`src/rv_core_macros.svh`:
```
// RV32I decode and execute slice parameters.
// widths and depths shared by the package, the interface and the RTL.

`ifndef RV_CORE_MACROS_SVH
`define RV_CORE_MACROS_SVH

// data and program counter width in bits.
`define RV_XLEN 32

// instruction queue entries, also the fetch credits held after reset.
`define RV_QUEUE_DEPTH 4

// result credits the execute stage holds after reset.
`define RV_RESULT_CREDITS 2

`endif

```
`src/rv_pkg.sv`:
```
// RV32I slice package.
// opcodes, the instruction word views, the ALU operations and the stage records.
`include "rv_core_macros.svh"

package rv_pkg;

	localparam logic [6:0] OPC_OP     = 7'b0110011; // register to register ALU.
	localparam logic [6:0] OPC_OP_IMM = 7'b0010011; // register and immediate ALU.
	localparam logic [6:0] OPC_LUI    = 7'b0110111;
	localparam logic [6:0] OPC_AUIPC  = 7'b0010111;
	localparam logic [6:0] OPC_BRANCH = 7'b1100011; // the six conditional branches.

	typedef struct packed {
		logic [6:0] funct7;
		logic [4:0] rs2;
		logic [4:0] rs1;
		logic [2:0] funct3;
		logic [4:0] rd;
		logic [6:0] opcode;
	} r_fmt_t;

	typedef struct packed {
		logic [11:0] imm;
		logic [4:0]  rs1;
		logic [2:0]  funct3;
		logic [4:0]  rd;
		logic [6:0]  opcode;
	} i_fmt_t;

	// the branch offset is scattered over the word, bit 0 is implied zero.
	typedef struct packed {
		logic       imm_12;
		logic [5:0] imm_10_5;
		logic [4:0] rs2;
		logic [4:0] rs1;
		logic [2:0] funct3;
		logic [3:0] imm_4_1;
		logic       imm_11;
		logic [6:0] opcode;
	} b_fmt_t;

	typedef struct packed {
		logic [19:0] imm_31_12;
		logic [4:0]  rd;
		logic [6:0]  opcode;
	} u_fmt_t;

	// one instruction word, read through whichever format the opcode calls for.
	typedef union packed {
		r_fmt_t r;
		i_fmt_t i;
		b_fmt_t b;
		u_fmt_t u;
	} instr_word_t;

	typedef enum logic [4:0] {
		ALU_ADD, ALU_SUB, ALU_SLL, ALU_SLT, ALU_SLTU,
		ALU_XOR, ALU_SRL, ALU_SRA, ALU_OR, ALU_AND,
		ALU_PASS_IMM, // lui passes the upper immediate straight through.
		ALU_BEQ, ALU_BNE, ALU_BLT, ALU_BGE, ALU_BLTU, ALU_BGEU
	} alu_op_t;

	typedef struct packed {
		logic [`RV_XLEN-1:0] pc;
		instr_word_t         instr;
	} id_state_t;

	typedef struct packed {
		logic                valid;
		logic [`RV_XLEN-1:0] pc;
		logic [4:0]          rd;
		logic [`RV_XLEN-1:0] rs1_data; // already bypassed in decode.
		logic [`RV_XLEN-1:0] rs2_data;
		logic [`RV_XLEN-1:0] imm;
		alu_op_t             alu_op;
		logic                use_imm;  // second operand is the immediate.
		logic                use_pc;   // first operand is the pc.
		logic                branch;
		logic                reg_write;
		logic                illegal;
	} ex_state_t;

	typedef struct packed {
		logic [`RV_XLEN-1:0] pc;
		logic [4:0]          rd;
		logic [`RV_XLEN-1:0] value; // the branch target for branches.
		logic                write;
		logic                branch_taken;
		logic                illegal;
	} result_t;

endpackage

```
`src/reg_port_if.sv`:
```
// Register file port bundle.
// two read ports for decode and the single write port driven by execute.
`include "rv_core_macros.svh"

interface reg_port_if;

	logic [4:0]          rs1_addr;
	logic [4:0]          rs2_addr;
	logic [`RV_XLEN-1:0] rs1_data;
	logic [`RV_XLEN-1:0] rs2_data;
	logic                wr_en;
	logic [4:0]          wr_addr;
	logic [`RV_XLEN-1:0] wr_data;

	// decode also watches the write port, which is its bypass source.
	modport decode (output rs1_addr, rs2_addr, input rs1_data, rs2_data, wr_en, wr_addr, wr_data);
	modport execute (output wr_en, wr_addr, wr_data);
	modport regfile (input rs1_addr, rs2_addr, wr_en, wr_addr, wr_data, output rs1_data, rs2_data);

endinterface

```
`src/alu_execute.sv`:
```
// Execute stage.
// ALU and branch compare, register write back, the result register
// and the result credit counter that drives advance for the whole slice.
`include "rv_core_macros.svh"

module alu_execute (
	input  logic              clk,
	input  logic              arst_n,
	input  rv_pkg::ex_state_t ex_state,
	reg_port_if.execute       regs,
	output logic              advance,
	input  logic              result_credit,
	output rv_pkg::result_t   result,
	output logic              result_valid
);

	localparam int CNT_W = $clog2(`RV_RESULT_CREDITS + 1);

	logic [`RV_XLEN-1:0] op_a;
	logic [`RV_XLEN-1:0] op_b;
	logic [`RV_XLEN-1:0] alu_value;
	logic [`RV_XLEN-1:0] value;
	logic                taken;
	logic                emit;
	logic [CNT_W-1:0]    credits;

	assign op_a = ex_state.use_pc ? ex_state.pc : ex_state.rs1_data;
	assign op_b = ex_state.use_imm ? ex_state.imm : ex_state.rs2_data;

	always_comb
	begin
		alu_value = '0;
		taken = 1'b0;
		case (ex_state.alu_op)
			rv_pkg::ALU_ADD:      alu_value = op_a + op_b;
			rv_pkg::ALU_SUB:      alu_value = op_a - op_b;
			rv_pkg::ALU_SLL:      alu_value = op_a << op_b[4:0]; // only five shift bits count.
			rv_pkg::ALU_SLT:      alu_value = {{(`RV_XLEN-1){1'b0}}, $signed(op_a) < $signed(op_b)};
			rv_pkg::ALU_SLTU:     alu_value = {{(`RV_XLEN-1){1'b0}}, op_a < op_b};
			rv_pkg::ALU_XOR:      alu_value = op_a ^ op_b;
			rv_pkg::ALU_SRL:      alu_value = op_a >> op_b[4:0];
			rv_pkg::ALU_SRA:      alu_value = $signed(op_a) >>> op_b[4:0];
			rv_pkg::ALU_OR:       alu_value = op_a | op_b;
			rv_pkg::ALU_AND:      alu_value = op_a & op_b;
			rv_pkg::ALU_PASS_IMM: alu_value = op_b;
			rv_pkg::ALU_BEQ:      taken = (op_a == op_b);
			rv_pkg::ALU_BNE:      taken = (op_a != op_b);
			rv_pkg::ALU_BLT:      taken = ($signed(op_a) < $signed(op_b));
			rv_pkg::ALU_BGE:      taken = ($signed(op_a) >= $signed(op_b));
			rv_pkg::ALU_BLTU:     taken = (op_a < op_b);
			rv_pkg::ALU_BGEU:     taken = (op_a >= op_b);
			default:              alu_value = '0;
		endcase
	end

	// a branch reports its target, whether it is taken or not.
	assign value = ex_state.branch ? ex_state.pc + ex_state.imm : alu_value;

	// the pipeline moves only while a result credit is in hand.
	assign advance = (credits != '0);
	assign emit = advance && ex_state.valid; // bubbles spend nothing.

	assign regs.wr_en = emit && ex_state.reg_write && ex_state.rd != 5'd0;
	assign regs.wr_addr = ex_state.rd;
	assign regs.wr_data = value;

	always_ff @(posedge clk)
	begin
		if (advance)
		begin
			result.pc <= ex_state.pc;
			result.rd <= ex_state.rd;
			result.value <= value;
			result.write <= ex_state.reg_write;
			result.branch_taken <= ex_state.branch && taken;
			result.illegal <= ex_state.illegal;
		end
	end

	always_ff @(posedge clk or negedge arst_n)
	begin
		if (!arst_n)
		begin
			result_valid <= 1'b0;
			credits <= CNT_W'(`RV_RESULT_CREDITS);
		end
		else
		begin
			result_valid <= emit; // high for one cycle per result.
			// the credit is spent on the edge that loads the result.
			if (result_credit && !emit)
				credits <= credits + 1'b1;
			else if (emit && !result_credit)
				credits <= credits - 1'b1;
		end
	end

endmodule

```
`src/decoder.sv`:
```
// RV32I decoder.
// decodes the queue head, reads both sources with bypass from the write port
// and registers one execute record per instruction.
`include "rv_core_macros.svh"

module decoder (
	input  logic              clk,
	input  logic              arst_n,
	input  rv_pkg::id_state_t id_state,
	input  logic              id_valid,
	input  logic              advance,
	reg_port_if.decode        regs,
	output rv_pkg::ex_state_t ex_state
);

	rv_pkg::instr_word_t instr;
	logic [`RV_XLEN-1:0] imm_i;
	logic [`RV_XLEN-1:0] imm_b;
	logic [`RV_XLEN-1:0] imm_u;
	rv_pkg::ex_state_t   ex_next;

	// funct3 picks the operation, alt selects sub or the arithmetic shift.
	function automatic rv_pkg::alu_op_t arith_op(input logic [2:0] funct3, input logic alt);
		case (funct3)
			3'b000:  return alt ? rv_pkg::ALU_SUB : rv_pkg::ALU_ADD;
			3'b001:  return rv_pkg::ALU_SLL;
			3'b010:  return rv_pkg::ALU_SLT;
			3'b011:  return rv_pkg::ALU_SLTU;
			3'b100:  return rv_pkg::ALU_XOR;
			3'b101:  return alt ? rv_pkg::ALU_SRA : rv_pkg::ALU_SRL;
			3'b110:  return rv_pkg::ALU_OR;
			default: return rv_pkg::ALU_AND;
		endcase
	endfunction

	assign instr = id_state.instr;
	assign regs.rs1_addr = instr.r.rs1;
	assign regs.rs2_addr = instr.r.rs2;

	assign imm_i = {{(`RV_XLEN-12){instr.i.imm[11]}}, instr.i.imm};
	assign imm_b = {{(`RV_XLEN-12){instr.b.imm_12}}, instr.b.imm_11, instr.b.imm_10_5,
		instr.b.imm_4_1, 1'b0}; // branch offsets are always even.
	assign imm_u = {instr.u.imm_31_12, 12'b0};

	always_comb
	begin
		ex_next = '0;
		ex_next.valid = id_valid;
		ex_next.pc = id_state.pc;
		ex_next.rd = instr.r.rd;
		// the record ahead writes on the same edge this one loads, so forward it.
		ex_next.rs1_data = (regs.wr_en && regs.wr_addr == instr.r.rs1 && instr.r.rs1 != 5'd0)
			? regs.wr_data : regs.rs1_data;
		ex_next.rs2_data = (regs.wr_en && regs.wr_addr == instr.r.rs2 && instr.r.rs2 != 5'd0)
			? regs.wr_data : regs.rs2_data;
		ex_next.imm = imm_i;
		ex_next.alu_op = rv_pkg::ALU_ADD;
		case (instr.r.opcode)
			rv_pkg::OPC_OP:
			begin
				ex_next.alu_op = arith_op(instr.r.funct3, instr.r.funct7[5]);
				ex_next.reg_write = 1'b1;
			end
			rv_pkg::OPC_OP_IMM:
			begin
				// there is no subi, so bit 30 matters only for the right shifts.
				ex_next.alu_op = arith_op(instr.i.funct3,
					instr.i.funct3 == 3'b101 && instr.r.funct7[5]);
				ex_next.use_imm = 1'b1;
				ex_next.reg_write = 1'b1;
			end
			rv_pkg::OPC_LUI:
			begin
				ex_next.imm = imm_u;
				ex_next.alu_op = rv_pkg::ALU_PASS_IMM;
				ex_next.use_imm = 1'b1;
				ex_next.reg_write = 1'b1;
			end
			rv_pkg::OPC_AUIPC:
			begin
				ex_next.imm = imm_u; // added to the pc in execute.
				ex_next.use_imm = 1'b1;
				ex_next.use_pc = 1'b1;
				ex_next.reg_write = 1'b1;
			end
			rv_pkg::OPC_BRANCH:
			begin
				ex_next.imm = imm_b;
				ex_next.branch = 1'b1;
				case (instr.b.funct3)
					3'b000:  ex_next.alu_op = rv_pkg::ALU_BEQ;
					3'b001:  ex_next.alu_op = rv_pkg::ALU_BNE;
					3'b100:  ex_next.alu_op = rv_pkg::ALU_BLT;
					3'b101:  ex_next.alu_op = rv_pkg::ALU_BGE;
					3'b110:  ex_next.alu_op = rv_pkg::ALU_BLTU;
					3'b111:  ex_next.alu_op = rv_pkg::ALU_BGEU;
					default: ex_next.illegal = 1'b1; // funct3 010 and 011 are reserved.
				endcase
			end
			default: ex_next.illegal = 1'b1; // loads, stores and anything unknown.
		endcase
	end

	always_ff @(posedge clk or negedge arst_n)
	begin
		if (!arst_n)
			ex_state <= '0;
		else if (advance)
			ex_state <= ex_next; // an empty queue loads a bubble.
	end

endmodule

```
`src/instr_queue.sv`:
```
// Instruction queue.
// circular FIFO of pc and instruction pairs, one upstream credit per pop.
`include "rv_core_macros.svh"

module instr_queue (
	input  logic              clk,
	input  logic              arst_n,
	input  logic              push,
	input  rv_pkg::id_state_t push_data,
	input  logic              advance,
	output rv_pkg::id_state_t head,
	output logic              head_valid,
	output logic              credit
);

	localparam int DEPTH = `RV_QUEUE_DEPTH;
	localparam int PTR_W = (DEPTH > 1) ? $clog2(DEPTH) : 1;
	localparam int CNT_W = $clog2(DEPTH + 1);

	rv_pkg::id_state_t mem [DEPTH];
	logic [PTR_W-1:0]  wr_ptr;
	logic [PTR_W-1:0]  rd_ptr;
	logic [CNT_W-1:0]  count;
	logic              pop;

	assign head_valid = (count != '0);
	assign head = mem[rd_ptr]; // the decoder sees the head as soon as it lands.
	assign pop = advance && head_valid;

	// the fetch source never pushes without a credit, so no full check here.
	always_ff @(posedge clk)
	begin
		if (push)
			mem[wr_ptr] <= push_data;
	end

	always_ff @(posedge clk or negedge arst_n)
	begin
		if (!arst_n)
		begin
			wr_ptr <= '0;
			rd_ptr <= '0;
			count  <= '0;
			credit <= 1'b0;
		end
		else
		begin
			if (push)
				wr_ptr <= (wr_ptr == PTR_W'(DEPTH - 1)) ? '0 : wr_ptr + 1'b1; // wrap at depth.
			if (pop)
				rd_ptr <= (rd_ptr == PTR_W'(DEPTH - 1)) ? '0 : rd_ptr + 1'b1;
			if (push && !pop)
				count <= count + 1'b1;
			else if (pop && !push)
				count <= count - 1'b1;
			credit <= pop; // one cycle pulse per freed entry.
		end
	end

endmodule

```
`src/register_file.sv`:
```
// Integer register file.
// x1 to x31 with two combinational reads and one write, x0 always reads zero.
`include "rv_core_macros.svh"

module register_file (
	input  logic       clk,
	input  logic       arst_n,
	reg_port_if.regfile regs
);

	logic [`RV_XLEN-1:0] gpr [1:31]; // x0 has no storage.

	always_ff @(posedge clk or negedge arst_n)
	begin
		if (!arst_n)
		begin
			for (int i = 1; i < 32; i++)
				gpr[i] <= '0;
		end
		else if (regs.wr_en && regs.wr_addr != 5'd0)
		begin
			gpr[regs.wr_addr] <= regs.wr_data; // writes to x0 fall away.
		end
	end

	// reads are combinational, the decoder samples them in the same cycle.
	always_comb
	begin
		if (regs.rs1_addr == 5'd0)
			regs.rs1_data = '0;
		else
			regs.rs1_data = gpr[regs.rs1_addr];
	end

	always_comb
	begin
		if (regs.rs2_addr == 5'd0)
			regs.rs2_data = '0;
		else
			regs.rs2_data = gpr[regs.rs2_addr];
	end

endmodule

```
`src/rv_decode_execute.sv`:
```
// RV32I decode and execute slice, top level.
// credit based instruction input, queue, decoder, register file and execute
// stage, with the result record spread onto plain output ports.
`include "rv_core_macros.svh"

module rv_decode_execute (
	input  logic                clk,
	input  logic                arst_n,
	input  logic                instr_valid,
	input  logic [`RV_XLEN-1:0] instr_pc,
	input  logic [31:0]         instr_data,
	output logic                instr_credit,
	output logic                result_valid,
	output logic [`RV_XLEN-1:0] result_pc,
	output logic [4:0]          result_rd,
	output logic [`RV_XLEN-1:0] result_value,
	output logic                result_write,
	output logic                result_branch_taken,
	output logic                result_illegal,
	input  logic                result_credit
);

	rv_pkg::id_state_t push_data;
	rv_pkg::id_state_t head;
	logic              head_valid;
	logic              advance;
	rv_pkg::ex_state_t ex_state;
	rv_pkg::result_t   result;

	reg_port_if regs ();

	assign push_data = {instr_pc, instr_data}; // pc sits above the instruction word.

	instr_queue instr_queue_i (.clk(clk), .arst_n(arst_n), .push(instr_valid),
		.push_data(push_data), .advance(advance), .head(head), .head_valid(head_valid),
		.credit(instr_credit));

	register_file register_file_i (.clk(clk), .arst_n(arst_n), .regs(regs.regfile));

	decoder decoder_i (.clk(clk), .arst_n(arst_n), .id_state(head), .id_valid(head_valid),
		.advance(advance), .regs(regs.decode), .ex_state(ex_state));

	alu_execute alu_execute_i (.clk(clk), .arst_n(arst_n), .ex_state(ex_state),
		.regs(regs.execute), .advance(advance), .result_credit(result_credit),
		.result(result), .result_valid(result_valid));

	assign result_pc = result.pc;
	assign result_rd = result.rd;
	assign result_value = result.value;
	assign result_write = result.write;
	assign result_branch_taken = result.branch_taken;
	assign result_illegal = result.illegal;

endmodule

```
`config.mk`:
```
export PLATFORM = sky130hd
export DESIGN_NAME = rv_decode_execute
export DESIGN_NICKNAME = d
export VERILOG_FILES = /design/src/rv_pkg.sv /design/src/reg_port_if.sv /design/src/alu_execute.sv /design/src/decoder.sv /design/src/instr_queue.sv /design/src/register_file.sv /design/src/rv_decode_execute.sv
export VERILOG_INCLUDE_DIRS = /design/src /design/src/src
export SDC_FILE = /design/constraint.sdc
export NUM_CORES = 2
export LEC_CHECK = 0
export BUFFER_PORTS_ARGS = -buffer_cell sky130_fd_sc_hd__buf_2
export CAP_MARGIN = 40
export CORE_MARGIN = 4
export CORE_UTILIZATION = 30
export CTS_CLUSTER_SIZE = 28
export DETAILED_ROUTE_END_ITERATION = 16
export GPL_TIMING_DRIVEN = 1
export PLACE_DENSITY = 0.5
export RECOVER_POWER = 25
export SLEW_MARGIN = 10
export SYNTH_ARGS = -nofsm -noshare
export SYNTH_HDL_FRONTEND = slang
export SYNTH_SLANG_ARGS = --single-unit
```
`constraint.sdc`:
```
create_clock -name clk -period 4.9 [get_ports clk]
set_clock_uncertainty 0.1 [all_clocks]
set_input_delay 0.98 -clock clk [delete_from_list [all_inputs] [get_ports clk]]
set_output_delay 0.98 -clock clk [all_outputs]
set_load 0.05 [all_outputs]
```
==> impl_metrics.tcl <==
set metrics [dict create \
    hold_end "instr_queue_i.mem[2][30]" \
    clk_latency_ps 840 \
    power.switching_mw 38.83 \
    final_cell_count_no_fill 12520 \
    overflow 0 \
    rr_worst_depth 15 \
    p_clk_frac 0.170 \
    dpl_cell_area_mm2 0.09196 \
    min_from "instr_data[30]" \
    wl_um 377000 \
    cellPowerDensity_mw_per_mm2 794.9 \
    synth_area_leaders "dfrtp_1 (35%), edfxtp_1 (12%), mux4_2 (11%)" \
    drv_cap 1 \
    io_buffers 141 \
    fill_cells 27447 \
    final_nets 9002 \
    peakVddDrop_uv 595.6 \
    cts-root-buf "clkbuf_16" \
    yosys_register_bits 1475 \
    finalHoldViolations 0 \
    synthDistinctLibCells 103 \
    clk_path_buf_depth 3 \
    netlist_instances 8457 \
    post-synth-top-area-cell "dfrtp_1" \
    syn-cell-area_mm2 0.08240 \
    drtAntennaViolNets 0 \
    status "finished, violations left" \
    place_hpwl_um 266400 \
    grt_pass1_wl_um 534200 \
    place_ws_ps -371.4 \
    synth_top_cells_by_count "nand2_1 (1902), dfrtp_1 (1146), o21ai_0 (907)" \
    cts_tree "done" \
    final_core_util 0.3573 \
    seq_power_share 0.242 \
    violations "capacitance limit, slew limit" \
    power.leakage_nw 39.78 \
    synth_edf_count 328 \
    crit_fanout 34 \
    crit_arrival_ps 5360 \
    grt_pass1_vias 69283 \
    swShare 0.4997 \
    finalCritPeriodShare 0.9975 \
    area_delta_synth_final_pct 18.64 \
    synthArstFlopShare 0.7776 \
    clkTransAtPathRegs_ps 60 \
    drive_gt1_frac 0.1885 \
    vias 72266 \
    yosysTopAreaCellShare 0.3480 \
    htreeDepth 4 \
    start_util 0.3011 \
    placed_cells 12201 \
    stdcell_area_mm2 0.09776 \
    die_w_um 532.1 \
    numClockSinks 1475 \
    die-area_mm2 0.2831 \
    crit_required_ps 5370 \
    setup_viol 0 \
    avgSynthCellArea_um2 9.743 \
    relSlewSlack -1.730 \
    synth_ff_type "dfrtp_1" \
    drt_pass1_iterations 6 \
    ios 142 \
    synth.most_common_cell "nand2_1" \
    grt_usage 0.2578 \
    hold_depth 1 \
    p_comb_frac 0.587 \
    holdBufCountCts 0 \
    max_freq_mhz 204.6 \
    holdCritPathClass "in -> reg" \
    slew_violations 117 \
    numCtsBuffers 170 \
    syn_nets 8671 \
    wl_per_cell_um 30.11 \
    internal_power_mw 38.88 \
    worst_pin_slew_ps 4095 \
    start_kind "flip-flop" \
    worst_slack_ps 12.31 \
    gp_congestion 1.025 \
    r2r_start "decoder_i.ex_state[4]" \
    drt-initial-drc-count 8657 \
    die_y_um 532.1 \
    antenna_found_initial 22 \
    routed_via_density 5.772 \
    fp.coreArea_mm2 0.2736 \
    grt_max_degree 167 \
    ys_seq_area_frac 0.4679 \
    drc_errors 0 \
    yosysWarnings 0 \
    rr_endpoint "alu_execute_i.result[23]" \
    r2r_slack_ps 10 \
    core.rowCount 192 \
    setup.worst_path.end_class "flip-flop" \
    path_class "reg -> reg" \
    post-route-min-period_ps 4888 \
]
## routing by layer
layer	up-vias	GRT usage	wire length, um
li1	31183	-	-
met1	36605	0.3555	158400
met2	3662	0.3927	166300
met3	804	0.05078	32410
met4	12	0.1138	19850
met5	-	0	124
## layout by cell type (no fill, tap or decap), types with 48 or more instances in the layout
cell type | synthesis | layout
buf_4 | 17 | 606
nand4_1 | 49 | 49
dfrtp_1 | 1146 | 1141
buf_2 | 121 | 77
a21oi_1 | 536 | 531
o21ai_1 | 57 | 59
buf_12 | 0 | 85
inv_1 | 137 | 137
a31oi_1 | 99 | 95
o211ai_1 | 61 | 61
ha_1 | 142 | 140
mux2i_1 | 284 | 270
o21ai_0 | 907 | 905
edfxtp_1 | 328 | 328
clkbuf_1 | 514 | 129
o22ai_1 | 64 | 64
a22oi_1 | 62 | 56
nor3_1 | 78 | 77
mux2_2 | 62 | 58
a211oi_1 | 65 | 64
nor2_1 | 489 | 469
nand3_1 | 195 | 195
nand2_1 | 1902 | 1878
clkbuf_16 | 0 | 171
and3_1 | 48 | 48
mux4_2 | 392 | 392
## worst max-delay path, cell delays in order (launching register included)
cell and delay (ps):
dfrtp_2 460, buf_12 140, clkbuf_16 210, mux2i_2 470, ha_1 390, buf_4 220, a21oi_1 320, o31ai_1 160
buf_4 180, a31oi_1 430, nand4_1 370, a221oi_1 430, buf_4 180, o22a_1 230, buf_12 220, inv_1 70
## state kept, by name, indices dropped and copies added (netlist names)
name and cells:
instr_queue_i.credit 1, alu_execute_i.credits 2, register_file_i.gpr 992, alu_execute_i.result_valid 1
instr_queue_i.count 3, instr_queue_i.rd_ptr 2, instr_queue_i.wr_ptr 2, instr_queue_i.mem 256
alu_execute_i.result 72, decoder_i.ex_state 144
## area by class of cell
| type | count | area [um^2] | share of cell area |
|---|---|---|---|
| diodes | 7 | 17.52 | 0.0001792 |
| clock buffers | 239 | 4833 | 0.04944 |
| clock inverters | 69 | 970.9 | 0.009932 |
| inverters | 151 | 571.8 | 0.005849 |
| multi-input cells | 6109 | 40940 | 0.4188 |
| flip-flops and latches | 1475 | 38570 | 0.3945 |
| well taps | 3589 | 4491 | 0.04594 |
| repair buffers | 881 | 7362 | 0.07531 |
## cell families (layout without fill, tap and decap cells)
| logic type | after synthesis | in the layout | share of synthesized area |
|---|---|---|---|
| buffers and inverters | 873 | 1340 | 0.04353 |
| AOI/OAI and AO/OA | 2230 | 2230 | 0.1611 |
| xor gates and xnor gates | 60 | 60 | 0.006378 |
| and+or+nand+nor | 2924 | 2924 | 0.1460 |
| adders and majority gates | 146 | 146 | 0.02253 |
| other | 0 | 7 | 0 |
| muxes | 749 | 749 | 0.1526 |
| DFF | 1475 | 1475 | 0.4679 |
## worst max-delay path by stage
stage,start,to
floorplan,decoder_i.ex_state[4],alu_execute_i.result[24]
global placement,decoder_i.ex_state[4],alu_execute_i.result[34]
detailed placement,decoder_i.ex_state[4],alu_execute_i.result[34]
CTS,decoder_i.ex_state[4],alu_execute_i.result[34]
global route,decoder_i.ex_state[4],register_file_i.gpr[821]
finish,decoder_i.ex_state[4],alu_execute_i.result[23]
## stage by stage
step	hold slack (ps)	total power [mW]	TNS (ps)
CTS	145.7	77.04	0
global placement	338.4	63.12	-30000
global route	314.8	80.76	-71.08
floorplan	323.1	41.75	0
detailed placement	336.6	63.56	-20260
finish	323.2	77.70	0
## repair_timing
item / CTS / global route
resized for setup: 8 / 21
setup endpoints to repair: 149 / 220
pin swaps: 0 / 1
cloned: 0 / 1
buffers inserted: 0 / 2
## power groups by stage
stage / Sequential (mW) / Combinational [mW] / Clock (mW)
floorplan: 18.6 / 23.2 / 0
global placement: 18.8 / 44.3 / 0
detailed placement: 19.0 / 44.6 / 0
CTS: 18.8 / 44.8 / 13.5
finish: 18.8 / 45.6 / 13.2
global route: 19.1 / 47.7 / 14.0
Power figures use the tool's default switching activity.
